--- src/include/rp_params.svh ---
// Drive register block parameters
`ifndef RP_PARAMS_SVH
`define RP_PARAMS_SVH

//////////////////////////////////////////////////////////////////////
// Command queue and executor timing
//////////////////////////////////////////////////////////////////////

// Command slots in the FIFO, power of two
`define RP_FIFO_DEPTH 4

// Executor cycles for a seek
`define RP_SEEK_CYCLES 6

//////////////////////////////////////////////////////////////////////
// Register byte offsets on the host bus
//////////////////////////////////////////////////////////////////////

`define RP_CS1_ADDR 5'h00
`define RP_DC_ADDR  5'h04
`define RP_DS_ADDR  5'h08
`define RP_CC_ADDR  5'h0C
`define RP_CYL_ADDR 5'h10

//////////////////////////////////////////////////////////////////////
// CS1 function codes
//////////////////////////////////////////////////////////////////////

`define RP_FUN_NOP   5'd0
`define RP_FUN_SEEK  5'd2
`define RP_FUN_RECAL 5'd3
`define RP_FUN_DCLR  5'd4

`endif

--- src/hdl/rpCmdPkg.sv ---
// Drive command and completion types
`default_nettype none

package rpCmdPkg;

   //////////////////////////////////////////////////////////////////////
   // Queued command
   //////////////////////////////////////////////////////////////////////

   // Function code and target cylinder
   typedef struct packed {
      logic [4:0] fun;
      logic [9:0] cyl;
   } rpCmdT;

   //////////////////////////////////////////////////////////////////////
   // Completion pulse
   //////////////////////////////////////////////////////////////////////

   // Single-cycle strobe from the executor
   typedef struct packed {
      logic       valid;
      logic [4:0] fun;
   } rpDoneT;

endpackage

`default_nettype wire

--- src/hdl/rpRegPkg.sv ---
// Drive register word layouts
`default_nettype none

package rpRegPkg;

   //////////////////////////////////////////////////////////////////////
   // Control status 1 and desired cylinder views
   //////////////////////////////////////////////////////////////////////

   // CS1 layout, function in bits 5:1, go in bit 0
   typedef struct packed {
      logic [3:0] rsvd0;
      logic       dva;
      logic [4:0] rsvd1;
      logic [4:0] fun;
      logic       go;
   } rpCs1T;

   // DC layout, cylinder in the low ten bits
   typedef struct packed {
      logic [5:0] rsvd;
      logic [9:0] cyl;
   } rpDcT;

   // One 16-bit register word, read as CS1 or as DC
   typedef union packed {
      rpCs1T cs1;
      rpDcT  dc;
   } rpWordU;

   //////////////////////////////////////////////////////////////////////
   // Drive status
   //////////////////////////////////////////////////////////////////////

   // Sticky error, ready, queue full at the top
   typedef struct packed {
      logic        err;
      logic        drdy;
      logic        full;
      logic [12:0] rsvd;
   } rpStatusT;

endpackage

`default_nettype wire

--- src/hdl/rpAxiRegs.sv ---
// Drive register block with AXI4-Lite slave
`default_nettype none

`include "rp_params.svh"

module rpAxiRegs
   import rpRegPkg::*;
   import rpCmdPkg::*;
(
   input  logic        clk,
   input  logic        rst,
   // Write address and data
   input  logic        awvalid,
   output logic        awready,
   input  logic [4:0]  awaddr,
   input  logic        wvalid,
   output logic        wready,
   input  logic [31:0] wdata,
   // Write response
   output logic        bvalid,
   input  logic        bready,
   output logic [1:0]  bresp,
   // Read address and data
   input  logic        arvalid,
   output logic        arready,
   input  logic [4:0]  araddr,
   output logic        rvalid,
   input  logic        rready,
   output logic [31:0] rdata,
   output logic [1:0]  rresp,
   // Command queue side
   output logic        push,
   output rpCmdT       pushCmd,
   input  logic        full,
   // Executor side
   input  rpDoneT      done,
   input  logic [9:0]  cyl,
   input  logic [15:0] cnt
);

   // Room for a full FIFO plus the command in the executor
   localparam int PW = $clog2(`RP_FIFO_DEPTH) + 2;

   logic          wrEn;
   logic          rdEn;
   rpWordU        wrWord;
   logic          goCmd;
   logic          codeOk;
   logic [4:0]    fun;
   logic [9:0]    dcCyl;
   logic          err;
   logic [PW-1:0] pending;
   rpWordU        cs1Word;
   rpWordU        dcWord;
   rpStatusT      status;
   logic [31:0]   rdNext;
   logic [1:0]    rrespNext;

   //////////////////////////////////////////////////////////////////////
   // Handshakes
   //////////////////////////////////////////////////////////////////////

   // Address and data taken together, one response at a time
   assign awready = ~bvalid;
   assign wready  = ~bvalid;
   assign wrEn    = awvalid & wvalid & ~bvalid;
   assign bresp   = 2'b00;

   assign arready = ~rvalid;
   assign rdEn    = arvalid & ~rvalid;

   //////////////////////////////////////////////////////////////////////
   // Write decode and command issue
   //////////////////////////////////////////////////////////////////////

   // Low half of the write word, no byte strobes
   assign wrWord = wdata[15:0];
   assign goCmd  = wrEn & (awaddr == `RP_CS1_ADDR) & wrWord.cs1.go;

   // Functions that go through the queue
   always_comb
   begin
      case (wrWord.cs1.fun)
         `RP_FUN_NOP, `RP_FUN_SEEK, `RP_FUN_RECAL: codeOk = 1'b1;
         default: codeOk = 1'b0;
      endcase
   end

   // Dropped when the queue is full
   assign push    = goCmd & codeOk & ~full;
   assign pushCmd = '{fun: wrWord.cs1.fun, cyl: dcCyl};

   always_ff @(posedge clk or posedge rst)
   begin
      if (rst)
      begin
         bvalid  <= 1'b0;
         rvalid  <= 1'b0;
         fun     <= '0;
         dcCyl   <= '0;
         err     <= 1'b0;
         pending <= '0;
      end
      else
      begin
         // Response held until the host takes it
         if (wrEn)
            bvalid <= 1'b1;
         else if (bready)
            bvalid <= 1'b0;

         if (rdEn)
            rvalid <= 1'b1;
         else if (rready)
            rvalid <= 1'b0;

         // Function kept whether or not go is set
         if (wrEn && awaddr == `RP_CS1_ADDR)
            fun <= wrWord.cs1.fun;

         if (wrEn && awaddr == `RP_DC_ADDR)
            dcCyl <= wrWord.dc.cyl;

         // Sticky error, cleared only by drive clear
         if (goCmd)
         begin
            if (wrWord.cs1.fun == `RP_FUN_DCLR)
               err <= 1'b0;
            else if (!codeOk || full)
               err <= 1'b1;
         end

         // Commands issued but not yet completed
         pending <= pending + PW'(push) - PW'(done.valid);
      end
   end

   //////////////////////////////////////////////////////////////////////
   // Read path
   //////////////////////////////////////////////////////////////////////

   // Go stays up while work is outstanding
   always_comb
   begin
      cs1Word.cs1 = '{rsvd0: '0, dva: 1'b1, rsvd1: '0, fun: fun, go: pending != '0};
      dcWord.dc   = '{rsvd: '0, cyl: dcCyl};
      status      = '{err: err, drdy: pending == '0, full: full, rsvd: '0};
   end

   always_comb
   begin
      rdNext    = '0;
      rrespNext = 2'b00;
      case (araddr)
         `RP_CS1_ADDR: rdNext = {16'h0, cs1Word};
         `RP_DC_ADDR:  rdNext = {16'h0, dcWord};
         `RP_DS_ADDR:  rdNext = {16'h0, status};
         `RP_CC_ADDR:  rdNext = {16'h0, cnt};
         `RP_CYL_ADDR: rdNext = {22'h0, cyl};
         // Unmapped offset
         default:      rrespNext = 2'b10;
      endcase
   end

   // Read payload captured with the address
   always_ff @(posedge clk)
   begin
      if (rdEn)
      begin
         rdata <= rdNext;
         rresp <= rrespNext;
      end
   end

endmodule

`default_nettype wire

--- src/hdl/rpCmdFifo.sv ---
// Drive command FIFO
`default_nettype none

module rpCmdFifo
   import rpCmdPkg::*;
#(
   parameter int DEPTH = 4
)
(
   input  logic  clk,
   input  logic  rst,
   // Register block side
   input  logic  push,
   input  rpCmdT pushCmd,
   output logic  full,
   // Executor side
   output logic  valid,
   output rpCmdT popCmd,
   input  logic  pop
);

   localparam int AW = $clog2(DEPTH);

   rpCmdT         mem [DEPTH];
   logic [AW-1:0] wrPtr;
   logic [AW-1:0] rdPtr;
   logic [AW:0]   occ;

   //////////////////////////////////////////////////////////////////////
   // Status and head
   //////////////////////////////////////////////////////////////////////

   assign full   = occ == (AW + 1)'(DEPTH);
   assign valid  = occ != '0;
   assign popCmd = mem[rdPtr];

   //////////////////////////////////////////////////////////////////////
   // Pointers and occupancy
   //////////////////////////////////////////////////////////////////////

   // Pointers wrap on their own, depth is a power of two
   always_ff @(posedge clk or posedge rst)
   begin
      if (rst)
      begin
         wrPtr <= '0;
         rdPtr <= '0;
         occ   <= '0;
      end
      else
      begin
         if (push)
            wrPtr <= wrPtr + 1'b1;
         if (pop)
            rdPtr <= rdPtr + 1'b1;
         occ <= occ + (AW + 1)'(push) - (AW + 1)'(pop);
      end
   end

   // Slot storage
   always_ff @(posedge clk)
   begin
      if (push)
         mem[wrPtr] <= pushCmd;
   end

endmodule

`default_nettype wire

--- src/hdl/rpDrive.sv ---
// Disk drive register subsystem top
`default_nettype none

`include "rp_params.svh"

module rpDrive
   import rpCmdPkg::*;
(
   input  logic        clk,
   input  logic        rst,
   input  logic        awvalid,
   output logic        awready,
   input  logic [4:0]  awaddr,
   input  logic        wvalid,
   output logic        wready,
   input  logic [31:0] wdata,
   output logic        bvalid,
   input  logic        bready,
   output logic [1:0]  bresp,
   input  logic        arvalid,
   output logic        arready,
   input  logic [4:0]  araddr,
   output logic        rvalid,
   input  logic        rready,
   output logic [31:0] rdata,
   output logic [1:0]  rresp
);

   // Register block to FIFO
   logic        push;
   rpCmdT       pushCmd;
   logic        full;
   // FIFO to executor
   logic        valid;
   rpCmdT       popCmd;
   logic        pop;
   // Executor back to the registers
   rpDoneT      done;
   logic [9:0]  cylinder;
   logic [15:0] count;

   //////////////////////////////////////////////////////////////////////
   // Register block, queue, executor
   //////////////////////////////////////////////////////////////////////

   rpAxiRegs i_regs (
      .clk     (clk),
      .rst     (rst),
      .awvalid (awvalid),
      .awready (awready),
      .awaddr  (awaddr),
      .wvalid  (wvalid),
      .wready  (wready),
      .wdata   (wdata),
      .bvalid  (bvalid),
      .bready  (bready),
      .bresp   (bresp),
      .arvalid (arvalid),
      .arready (arready),
      .araddr  (araddr),
      .rvalid  (rvalid),
      .rready  (rready),
      .rdata   (rdata),
      .rresp   (rresp),
      .push    (push),
      .pushCmd (pushCmd),
      .full    (full),
      .done    (done),
      .cyl     (cylinder),
      .cnt     (count)
   );

   rpCmdFifo #(
      .DEPTH (`RP_FIFO_DEPTH)
   ) i_fifo (
      .clk     (clk),
      .rst     (rst),
      .push    (push),
      .pushCmd (pushCmd),
      .full    (full),
      .valid   (valid),
      .popCmd  (popCmd),
      .pop     (pop)
   );

   rpDriveExec i_exec (
      .clk      (clk),
      .rst      (rst),
      .valid    (valid),
      .popCmd   (popCmd),
      .pop      (pop),
      .done     (done),
      .cylinder (cylinder),
      .count    (count)
   );

endmodule

`default_nettype wire

--- src/hdl/rpDriveExec.sv ---
// Drive command executor
`default_nettype none

`include "rp_params.svh"

module rpDriveExec
   import rpCmdPkg::*;
(
   input  logic        clk,
   input  logic        rst,
   // FIFO side
   input  logic        valid,
   input  rpCmdT       popCmd,
   output logic        pop,
   // Completion and drive state
   output rpDoneT      done,
   output logic [9:0]  cylinder,
   output logic [15:0] count
);

   localparam int TW = $clog2(`RP_SEEK_CYCLES) + 1;

   typedef enum logic {
      IDLE,
      BUSY
   } stateT;

   stateT         state;
   rpCmdT         cur;
   logic [TW-1:0] timer;
   logic          finish;

   //////////////////////////////////////////////////////////////////////
   // Pop and completion strobes
   //////////////////////////////////////////////////////////////////////

   // Head taken as soon as the drive is idle
   assign pop    = (state == IDLE) & valid;

   // Last cycle of the command
   assign finish = (state == BUSY) & (timer == '0);
   assign done   = '{valid: finish, fun: cur.fun};

   //////////////////////////////////////////////////////////////////////
   // FSM and drive state
   //////////////////////////////////////////////////////////////////////

   always_ff @(posedge clk or posedge rst)
   begin
      if (rst)
      begin
         state    <= IDLE;
         timer    <= '0;
         cylinder <= '0;
         count    <= '0;
      end
      else
      begin
         case (state)
            IDLE:
            begin
               if (pop)
               begin
                  state <= BUSY;
                  // Seek is slow and everything else takes one cycle
                  if (popCmd.fun == `RP_FUN_SEEK)
                     timer <= TW'(`RP_SEEK_CYCLES - 1);
                  else
                     timer <= '0;
               end
            end
            BUSY:
            begin
               if (finish)
               begin
                  state <= IDLE;
                  count <= count + 16'd1;
                  // NOP keeps the heads where they are
                  if (cur.fun == `RP_FUN_SEEK)
                     cylinder <= cur.cyl;
                  else if (cur.fun == `RP_FUN_RECAL)
                     cylinder <= '0;
               end
               else
                  timer <= timer - 1'b1;
            end
         endcase
      end
   end

   // Command held for the whole busy period
   always_ff @(posedge clk)
   begin
      if (pop)
         cur <= popCmd;
   end

endmodule

`default_nettype wire

--- config.mk ---
export PLATFORM = sky130hd
export DESIGN_NAME = rpDrive
export DESIGN_NICKNAME = d
export VERILOG_FILES = /design/src/hdl/rpCmdPkg.sv /design/src/hdl/rpRegPkg.sv /design/src/hdl/rpAxiRegs.sv /design/src/hdl/rpCmdFifo.sv /design/src/hdl/rpDrive.sv /design/src/hdl/rpDriveExec.sv
export VERILOG_INCLUDE_DIRS = /design/src /design/src/include
export SDC_FILE = /design/constraint.sdc
export NUM_CORES = 1
export LEC_CHECK = 0
export BUFFER_PORTS_ARGS = -buffer_cell sky130_fd_sc_hd__buf_2
export CAP_MARGIN = 5
export CORE_AREA = 2 2 122 124
export CTS_CLUSTER_SIZE = 28
export DETAILED_ROUTE_END_ITERATION = 8
export DIE_AREA = 0 0 124 126
export GPL_TIMING_DRIVEN = 0
export PLACE_DENSITY = 0.67
export SYNTH_ARGS = -nofsm -noshare
export SYNTH_HDL_FRONTEND = slang
export SYNTH_SLANG_ARGS = --single-unit
--- constraint.sdc ---
create_clock -name clk -period 2.95 [get_ports clk]
set_clock_uncertainty 0.05 [all_clocks]
set_input_delay 0.295 -clock clk [delete_from_list [all_inputs] [get_ports clk]]
set_output_delay 0.295 -clock clk [all_outputs]
set_load 0.02 [all_outputs]
After elaboration in Yosys (flattened, before gate mapping)

Memory sizes are Yosys's and may differ from the RTL's.
Index checks and enable logic that the tools add are counted.

Add/sub/neg operators: 8
Eq/ne operators: 14
Muxes and demuxes: 20
Bitwise operators: 13
Reductions and logical operators: 21

Operators with widths:

| kind                  | number |
|---|---|
| $pmux 16 s5           | 1 |
| $eq 5x2->1 const B    | 5 |
| $mux 10               | 2 |
| $add 16x1->16 const B | 1 |
| $eq 5x3->1 const B    | 3 |
| $logic_not 5->1       | 3 |
| $mux 1                | 11 |
| $eq 5x4->1 const B    | 2 |
| $and 1x1->1           | 9 |
| $logic_not 4->1       | 2 |
| $mux 4                | 2 |
| $pmux 4 s2            | 1 |
| $reduce_bool 2->1     | 4 |
| $reduce_and 2->1      | 3 |
| $eq 5x5->1 const B    | 1 |
| $reduce_or 5->1       | 1 |
| $add 2x1->2 const B   | 2 |
| $add 4x1->4           | 1 |
| $ne 2x2->1 const B    | 2 |
| $not 1->1             | 4 |
| $reduce_bool 4->1     | 1 |
| $sub 4x1->4           | 1 |
| $sub 4x1->4 const B   | 1 |
| $add 3x1->3           | 1 |
| 11 further kinds      | 12 |

Flip-flop bits (word level): 109
Bits in writable memories: 60
Input port bits: 49
Logic and storage cells: 94
Memories kept: 1

Memories:

| memory     | words | bits a word | read ports | clocked after Yosys merged registers in | wr ports | line            | source |
|---|---|---|---|---|---|---|---|
| i_fifo.mem | 4     | 15          | 1          | 0                                       | 1        | rpCmdFifo.sv:24 | `rpCmdT mem [DEPTH];` |

Logic depth before layout (Yosys ltp)

Gate-level depths: netlist (run 1).

Depth after elaboration: 8
Gate-level depth with buffers: 11
Depth with buffers taken out: 11

Modules after synthesis

A second synthesis (run 1) with hierarchy kept.

Cell total of the unflattened synthesis: 460
Area, all modules: 6678.9 um^2

By module, submodules not included:

| module      | times used | cells each | area an instance (um^2) | sequential area each (um^2) |
|---|---|---|---|---|
| rpCmdFifo   | 1          | 114        | 2597.5                  | 1976.9 |
| rpAxiRegs   | 1          | 182        | 2133.3                  | 1061.0 |
| rpDriveExec | 1          | 164        | 1948.1                  | 1226.2 |

Worst setup path after synthesis (run 1)

Ideal clock, no wire load.

Kind: register -> register
Start point: reg i_exec.state
End point: reg i_fifo.occ[2]
Arrival: 2.614 ns
Required time: 2.775 ns
Setup slack: 0.161 ns
Cell stages (with the launch flop): 10
Period minus slack after synthesis: 2.789 ns
Cell sequence: dfrtp_1 > nor4_1 > nor2_1 > ha_1 > inv_1 > ha_1 > inv_1 > fa_1 > xnor2_1 > xnor2_1

Word-level cells in the longest chain between the ends: 3

RTL lines:

| item                   | line              | source |
|---|---|---|
| start, declared        | rpDriveExec.sv:28 | `stateT state;` |
| start signal, assigned | rpDriveExec.sv:52 | `state <= IDLE;` |
| start signal, assigned | rpDriveExec.sv:64 | `state <= BUSY;` |
| start signal, assigned | rpDriveExec.sv:76 | `state <= IDLE;` |
| $not 1->1              | rpDriveExec.sv:38 | `assign pop = (state == IDLE) & valid;` |
| $and 1x1->1            | rpDriveExec.sv:38 |  |
| net i_exec.pop         | rpDriveExec.sv:14 | `output logic pop,` |
| $sub 3x1->3            | rpCmdFifo.sv:56   | `occ <= occ + (AW + 1)'(push) - (AW + 1)'(pop);` |
| end signal, assigned   | rpCmdFifo.sv:56   |  |
| end, declared          | rpCmdFifo.sv:27   | `logic [AW:0] occ;` |

The timed path passes the listed nets, and every way through them passes these cells.
A chain may end at the register's enable or synchronous reset.

Final worst setup path (run 1)

Start point: reg i_fifo.occ[1]
End point: reg i_fifo.occ[2]

Word-level cells in the longest chain between the ends: 5
Elaborated cells between the ends (all ways): 7

RTL lines:

| item            | line            | source |
|---|---|---|
| $eq 3x3->1      | rpCmdFifo.sv:33 | `assign full = occ == (AW + 1)'(DEPTH);` |
| $not 1->1       | rpAxiRegs.sv:90 | `assign push = goCmd & codeOk & ~full;` |
| $and 1x1->1     | rpAxiRegs.sv:90 |  |
| $add 3x1->3     | rpCmdFifo.sv:56 |  |
| $sub 3x1->3 (*) | rpCmdFifo.sv:56 |  |

Every way passes the cells marked *; elsewhere a longest branch is shown, timed or not.

==> results.cfg, run 1 <==
[finish]
fill_cells = 1164
diodes = 0
syn_to_final_growth_pct = 19.0
stdcell_count = 705
layout.nets = 573
design_area_um2 = 7560
drive_gt1_frac = 0.292
regArea_um2 = 4260
multi_input_comb_area_um2 = 1900
final_core_util = 0.528

[sta]
hold_viol_final = 0
finalCriticalPeriod_ns = 2.85
fin_tns_setup_ns = 0
setup_viol = 0
rsz0062_at_grt = no
tightestPinTransition_ns = 1.03
slew_viol_final = 0
fmax_mhz = 350
slew_headroom = 0.309
finalCritPeriodShare = 0.968

[critical_path]
worstPathRequired_ns = 3.20
end_kind = register
path_cells = nor3b_2 > or4_4 > and4bb_4 > inv_1 > ha_1 > inv_1 > ha_1 > inv_1 > fa_2 > xnor2_2 > xnor2_1
r2r_cells = 11
reg2reg_from = i_fifo.occ[1]
rrSetupSlack_ns = 0.1
criticalPathCategory = register to register
cpMostUsedCell = inv_1
crit_path_max_incr_delay_ns = 0.55
cp_max_fo = 4
rr_endpoint = i_fifo.occ[2]
cp-start-kind = register
worst-endpoint-arrival_ns = 3.10
worst_path_max_delay_cell = or4_4

[floorplanning]
row_count = 44
initial_core_util = 0.444
core_um2 = 14300
ios = 90
die_height_um = 126
die_w_um = 124
die_area_um2 = 15600

[synthesis]
ys_seq_area_frac = 0.671
synth_top_area_share = 0.435
synth_area_per_cell_um2 = 15.2
ys_ff_latch = 152
ys_types = 50
netlist_instances = 417
ys.flop_type = edfxtp_1
synthTopCellsByCount = edfxtp_1 (92), dfrtp_1 (60), nand2_1 (30)
netlist_area_um2 = 6350
synthArstFlopShare = 0.395
synth_edf_count = 92
synthTopCellsByArea = edfxtp_1 (43%), dfrtp_1 (24%), mux4_2 (5.3%)
ys_warn_count = 0
synth_area_leader_cell = edfxtp_1
synth_most_common_cell = edfxtp_1

[clock_tree]
clockBufferDepth = 2
cts_buffers = 17
clock-sinks = 152
htreeDepth = 4
clock_latency_ns = 0.42
clk_pin_slew_ns = 0.06
cts_root_buf = clkbuf_16
cts_tree = built

[power]
power.density_nw_per_um2 = 828
p_leak_nw = 3.12
finalPower_mw = 6.26
vdd_drop_max_mv = 0.391

[place]
gp_congestion = 0.810
placed_area_um2 = 6930
portBuffers = 47
dpl.cell_count = 668
place_hpwl_um = 8170

[drt]
dr_total_vias = 3558
drc_errors = 0
wl_per_cell_um = 16.5
drt_first_pass_iters = 4
wl_um = 11600
drt_iter0_markers = 249
drt.antenna.violating_nets = 0
via_per_inst = 5.05

[global_routing]
global_route.usage.met1 = 0.209
gr-max-usage-layer = met2
grt_pass1_wl_um = 18800
use_met2 = 0.262
grt_pass1_vias = 3585
antenna_found_initial = 0
grt_max_degree = 39
met3_usage = 0.0507
grt_use_total = 0.164
grt.overflow.total = 0

[min_path]
min_delay_worst_endpoint = i_regs.dcCyl[6]
holdPathStages = 2
worstHoldStart = wdata[6]
min_path_type = input pin to register

[run]
maxCapViolations = 0

[outcome]
status = finished clean
[worst max path at each step]
stage                        from            end  slack [ns]  cells after the start
floorplan            i_exec.state  i_fifo.occ[2]        0.16                      9
global placement     i_exec.state  i_fifo.occ[2]       -0.43                      9
detailed placement       wdata[4]  i_fifo.occ[2]       -0.23                     12
CTS                 i_fifo.occ[2]  i_fifo.occ[2]        0.02                     11
global route        i_fifo.occ[2]  i_fifo.occ[2]       0.009                     11
finish              i_fifo.occ[1]  i_fifo.occ[2]         0.1                     11
[routing by layer]
layer | wire, um | share of wire
met1 | 5010 | 0.43
met4 | 124 | 0.011
met3 | 749 | 0.065
met5 | 0 | 0
met2 | 5720 | 0.49
[repair_timing]
| item | 4_1_cts | 5_1_grt |
|---|---|---|
| endpoints found under the setup margin | 4 | 1 |
| cloned | 0 | 0 |
| hold endpoints to repair | 24 | 0 |
| gates resized for setup | 3 | 2 |
| buffers inserted | 2 | 0 |
| hold buffers | 3 | 0 |
| pin swaps | 2 | 2 |
[critical path, delay by kind of cell, from the launching register on]
kind,cells,cell delay (ns)
DFF,1,0.46
adders and majority gates,3,0.76
xor gates and xnor gates,2,0.26
and+or+nand+nor,3,1.01
buffers and inverters,3,0.20
[area by class of cell]
| type | instances | area share |
|---|---|---|
| inverters | 24 | 0.0119 |
| clock buffers | 19 | 0.0586 |
| clock inverters | 13 | 0.0164 |
| plain buffers | 30 | 0.0261 |
| flip-flops and latches | 152 | 0.564 |
| repair buffers | 54 | 0.0417 |
| well taps | 184 | 0.0304 |
| multi-input cells | 229 | 0.251 |
[stage by stage]
step	setup WS [ns]	hold WS (ns)
floorplan	0.161	0.330
global placement	-0.434	0.407
detailed placement	-0.227	0.326
CTS	0.0198	0.0386
global route	0.00900	0.0334
finish	0.0954	0.0572
[state kept, by name, summed over array words and instances, names as in the netlist, 2 cells and up]
| name | count |
|---|---|
| i_regs.fun | 5 |
| i_exec.done | 5 |
| i_fifo.occ | 3 |
| i_exec.timer | 4 |
| i_fifo.mem | 60 |
| i_regs.pending | 4 |
| i_exec.cylinder | 10 |
| i_fifo.wrPtr | 2 |
| i_regs.dcCyl | 10 |
| i_exec.count | 16 |
| i_exec.cur | 10 |
| i_fifo.rdPtr | 2 |
| i_regs.rdata | 16 |
[kinds of logic after synthesis]
family | count (synthesis) | share of synthesized area
AOI/OAI and AO/OA | 38 | 0.0445
xor gates and xnor gates | 22 | 0.0303
adders and majority gates | 16 | 0.0339
buffers and inverters | 54 | 0.0453
DFF | 152 | 0.671
muxes | 35 | 0.0882
other | 1 | 0.000590
and+or+nand+nor | 99 | 0.0862
[cells in the final DEF (no fill, tap or decap), types with 13 or more instances in the layout]
master | synthesis | routed
edfxtp_1 | 92 | 92
dfrtp_1 | 60 | 60
buf_2 | 2 | 49
nand2_1 | 30 | 30
inv_1 | 24 | 23
buf_4 | 20 | 22
conb_1 | 1 | 19
mux2_2 | 18 | 18
clkbuf_16 | 0 | 17
mux4_2 | 15 | 15
o21ai_0 | 14 | 14
ha_1 | 14 | 14
nor2_1 | 14 | 13
[power by group]
part           switching (mW)  internal (mW)  leakage [nW]
registers               0.234           2.65          1.63
logic                   0.675          0.654          1.22
clock network           0.860           1.19         0.265
Power figures use the tool's default switching activity.
==> inputs of run 2 (changes only) <==
CORE_AREA = 2 2 133 135   (was 2 2 122 124)
DIE_AREA = 0 0 135 137   (was 0 0 124 126)
PLACE_DENSITY = default   (was 0.67)
==> run 2 against run 1 <==
Via count shrank 0.48%. First-iteration DRC count rose by 49%. Count of clock-buffer cells in the layout decreased by 1. Global-route usage shrank 2.3 points. Largest power group unchanged.
==> results.cfg, run 2 (same netlist as run 1, synthesis figures left out) <==
[outcome]
status = finished clean

[finish]
largest_register = i_fifo.mem
stdcell_count = 744
drive_gt1_frac = 0.291
fill_cells = 1535
layout.nets = 572
syn_to_final_growth_pct = 19.7
final_core_util = 0.446
largest_register_ffs = 60
regArea_um2 = 4270
layout_common_cells = edfxtp_1 (92), dfrtp_1 (59), buf_2 (49)
design_area_um2 = 7600
largestRegisters = i_fifo.mem (60), i_exec.count (16), i_regs.rdata (16)
multi_input_comb_area_um2 = 1910
final_common_cell = edfxtp_1
diodes = 0

[critical_path]
r2r_cells = 11
rr_endpoint = i_fifo.occ[2]
worstPathRequired_ns = 3.20
crit_buf_inv = 3
path_cells = nor3b_2 > or4_4 > and4bb_4 > inv_1 > ha_1 > inv_1 > ha_1 > inv_1 > fa_2 > xnor2_2 > xnor2_1
worst-endpoint-arrival_ns = 3.06
cpMostUsedCell = inv_1
crit_path_max_incr_delay_ns = 0.52
cp-start-kind = register
reg2reg_from = i_fifo.occ[2]
worst_path_max_delay_cell = or4_4
criticalPathCategory = register to register
cp_max_fo = 2
end_kind = register
cp_top_family = simple AND/OR/NAND/NOR gates
rrSetupSlack_ns = 0.14

[min_path]
holdPathStages = 2
min_delay_worst_endpoint = i_regs.dcCyl[9]
min_path_type = input pin to register
worstHoldStart = wdata[9]

[sta]
setup_slack_ns = 0.141
rsz0062_at_grt = no
tightestPinTransition_ns = 1.01
slew_headroom = 0.325
hold_viol_final = 0
slew_viol_final = 0
finalCritPeriodShare = 0.952
finalCriticalPeriod_ns = 2.81
fmax_mhz = 356
setup_viol = 0

[global_routing]
grt_pass1_vias = 3576
antenna_found_initial = 0
grt_max_degree = 41
grt_use_total = 0.141
grt.overflow.total = 0
grt_pass1_wl_um = 19100

[clock_tree]
htreeDepth = 4
clock-sinks = 152
cts_root_buf = clkbuf_16
cts_buffers = 17
clock_latency_ns = 0.43
cts_tree = built
clockBufferDepth = 2
clk_pin_slew_ns = 0.06

[drt]
drt_iter0_markers = 372
drc_errors = 0
drt.antenna.violating_nets = 0
dr_total_vias = 3541
drt_first_pass_iters = 6
wl_um = 12000
wl_per_cell_um = 16.1
via_per_inst = 4.76

[place]
gp_congestion = 0.768
place_hpwl_um = 8100
placed_area_um2 = 6960
dpl.cell_count = 708
portBuffers = 47
dp_slack_ns = -0.167

[floorplanning]
core_um2 = 17100
ios = 90
initial_core_util = 0.373
die_area_um2 = 18500
row_count = 48
die_height_um = 137
die_w_um = 135

[power]
finalPower_mw = 6.26
p_sw_frac = 0.277
p_int_mw = 4.53
p_leak_nw = 3.11
p_clk_frac = 0.329
power.density_nw_per_um2 = 823
combPwrFrac = 0.209
p_sw_mw = 1.74
vdd_drop_max_mv = 0.443
power_frac_seq = 0.462

[run]
maxCapViolations = 0
==> run 2: worst register-to-register path, cell delays in order, from the launching register on <==
cell and delay [ns]:
dfrtp_1 0.38, nor3b_2 0.19, or4_4 0.52, and4bb_4 0.34, inv_1 0.07, ha_1 0.29
inv_1 0.06, ha_1 0.13, inv_1 0.05, fa_2 0.35, xnor2_2 0.15, xnor2_1 0.13
==> run 2: repair_timing <==
item | 4_1_cts | 5_1_grt
endpoints found under the setup margin | 1 | 2
hold buffers | 3 | 0
buffers inserted | 1 | 1
hold endpoints to repair | 22 | 0
gates resized for setup | 4 | 4
pin swaps | 2 | 2
==> run 2: layout make-up <==
cell class | count | area share
sequential | 152 | 0.561
clock inverter | 13 | 0.0173
inverter | 24 | 0.0118
clock buffer | 18 | 0.0564
buffer | 30 | 0.0260
multi-input combinational | 229 | 0.251
timing repair buffer | 53 | 0.0395
tap | 225 | 0.0370
==> run 2: how the worst max path moves through the flow <==
stage	from	to	cells after the start
6_report	i_fifo.occ[2]	i_fifo.occ[2]	11
5_1_grt	i_fifo.occ[2]	i_fifo.occ[2]	11
4_1_cts	i_fifo.occ[2]	i_fifo.occ[2]	11
3_5_place_dp	wdata[4]	i_fifo.occ[2]	12
3_3_place_gp	i_exec.state	i_fifo.occ[2]	9
2_1_floorplan	i_exec.state	i_fifo.occ[2]	9
==> run 2: power by group through the flow <==
stage	registers, mW	logic (mW)	clock network (mW)
6_report	2.89	1.31	2.06
5_1_grt	2.93	1.46	2.19
4_1_cts	2.89	1.29	2.10
3_5_place_dp	2.92	1.28	0
3_3_place_gp	2.90	1.21	0
2_1_floorplan	2.87	0.981	0
==> run 2: per-layer routing <==
layer,part of all wire,wire (um),vias up,GRT usage
met2,0.50,5970,82,0.234
met5,0,0,-,0
li1,-,-,1681,-
met3,0.047,557,19,0.0374
met1,0.44,5210,1759,0.173
met4,0.019,226,0,0.0683
==> run 2: through the flow <==
stage               hold WS (ns)  setup TNS (ns)
CTS                       0.0374               0
global route              0.0522               0
finish                    0.0489               0
global placement           0.412          -0.472
detailed placement         0.313          -0.254
floorplan                  0.330               0
==> inputs of run 3 (changes only) <==
CTS_BUF_LIST = sky130_fd_sc_hd__clkbuf_4 sky130_fd_sc_hd__clkbuf_8 sky130_fd_sc_hd__clkbuf_16   (was default)
clock period = 2.61 ns   (was 2.95 ns; I/O delays follow)
==> run 3 against run 2 <==
Global-route usage grew 0.055 points. Non-clock buffer count grew 3. Critical endpoint unchanged. Design area grew 1.1%. Register-to-register slack lost 0.09 ns. Critical path depth is the same.
==> results.cfg, run 3 (same netlist as run 1, synthesis figures left out) <==
[sta]
fmax_mhz = 390
setup_slack_ns = 0.0474
finalCriticalPeriod_ns = 2.56
setup_viol = 0
hold_viol_final = 0
slew_headroom = 0.361
slew_viol_final = 0
rsz0062_at_grt = yes
tightestPinTransition_ns = 0.951
finalCritPeriodShare = 0.982
worst_hold_slack_ns = 0.0260

[drt]
wl_um = 12100
drt.antenna.violating_nets = 0
drc_errors = 0
drt_first_pass_iters = 4
dr_total_vias = 3575
wl_per_cell_um = 16.2
via_per_inst = 4.78
drt_iter0_markers = 312

[place]
portBuffers = 47
gp_congestion = 0.748
dp_slack_ns = -0.335
place_hpwl_um = 8290

[floorplanning]
core_um2 = 17100
ios = 90
die_area_um2 = 18500
initial_core_util = 0.373
die_w_um = 135
row_count = 48
die_height_um = 137

[min_path]
holdPathStages = 2
worstHoldStart = wdata[6]
min_path_type = input pin to register

[critical_path]
reg2reg_from = i_fifo.occ[2]
rrSetupSlack_ns = 0.05
worst-endpoint-arrival_ns = 2.80
cp-start-kind = register
worstPathRequired_ns = 2.85
criticalPathCategory = register to register
r2r_cells = 11
end_kind = register
cp_max_fo = 2
critical_path.startpoint = i_fifo.occ[2]

[clock_tree]
htreeDepth = 4
cts_root_buf = clkbuf_16
cts_tree = built
clockBufferDepth = 2
clock-sinks = 152
cts_buffers = 17
clock_latency_ns = 0.42
clk_pin_slew_ns = 0.06

[power]
power.density_nw_per_um2 = 929
p_sw_mw = 1.95
p_leak_nw = 3.14
combPwrFrac = 0.221
power_frac_seq = 0.460
p_int_mw = 5.19
p_clk_frac = 0.319
vdd_drop_max_mv = 0.529
p_sw_frac = 0.273

[finish]
largest_register_ffs = 60
diodes = 0
layout.nets = 575
drive_gt1_frac = 0.327
fill_cells = 1528
layout_common_cells = edfxtp_1 (92), dfrtp_1 (58), buf_2 (49)
largestRegisters = i_fifo.mem (60), i_exec.count (16), i_regs.rdata (16)
syn_to_final_growth_pct = 20.9
final_common_cell = edfxtp_1
largest_register = i_fifo.mem

[outcome]
status = finished clean

[global_routing]
antenna_found_initial = 0
grt_pass1_wl_um = 19500
grt.overflow.total = 0
grt_max_degree = 39
grt_use_total = 0.142
grt_pass1_vias = 3684

[run]
maxCapViolations = 0
run 3: timing repair:
item,in CTS,in global routing
resized for setup,5,11
setup endpoints to repair,65,65
hold endpoints to repair,24,0
setup buffers,4,1
pin swaps,2,5
hold buffers,3,0
run 3: power by group through the flow:
stage / clock [mW] / combinational (mW) / sequential (mW)
after CTS: 2.33 / 1.57 / 3.27
after global placement: 0 / 1.43 / 3.29
after global routing: 2.44 / 1.79 / 3.34
final: 2.28 / 1.58 / 3.28
after floorplan: 0 / 1.16 / 3.26
after detailed placement: 0 / 1.52 / 3.31
run 3: worst paths after layout:
check | to
worst max-delay path | i_fifo.occ[2]
worst min-delay path | i_regs.dcCyl[6]
worst max register to register | i_fifo.occ[2]
worst min register to register | i_exec.count[15]
max in group asynchronous | i_fifo.occ[0]
min in group asynchronous | i_regs.pending[0]
run 3: cell type report:
type | instances | area [um^2] | area share
Timing Repair Buffer | 56 | 323 | 0.0420
Tap cell | 225 | 282 | 0.0366
Clock inverter | 6 | 55.1 | 0.00716
Sequential cell | 152 | 4270 | 0.555
Multi-Input combinational cell | 229 | 1970 | 0.257
Buffer | 30 | 198 | 0.0257
Inverter | 24 | 90.1 | 0.0117
Clock buffer | 26 | 499 | 0.0650
run 3: routing by layer:
metal  track usage  share of wire
met4        0.0521          0.012
met5             0              0
met3        0.0359          0.043
met2         0.235           0.50
met1         0.181           0.45
run 3: worst max-delay path: stages (launching register included):
cell and delay (ns):
dfrtp_1 0.38, nor3b_4 0.16, or4_4 0.43, and4bb_4 0.37, inv_2 0.06, ha_4 0.21
inv_2 0.06, ha_4 0.11, inv_2 0.03, fa_2 0.34, xnor2_2 0.14, xnor2_1 0.12
run 3: metrics by stage:
stage	cells	TNS [ns]	instance area (um^2)	total power, mW	utilization
2_1_floorplan	435	-0.157	6470	4.42	-
3_3_place_gp	707	-15.45	6990	4.72	0.410
3_5_place_dp	708	-10.93	7010	4.83	0.411
4_1_cts	747	0	7650	7.17	0.448
5_1_grt	748	-0.0276	7690	7.57	0.451
6_report	748	0	7690	7.14	0.451
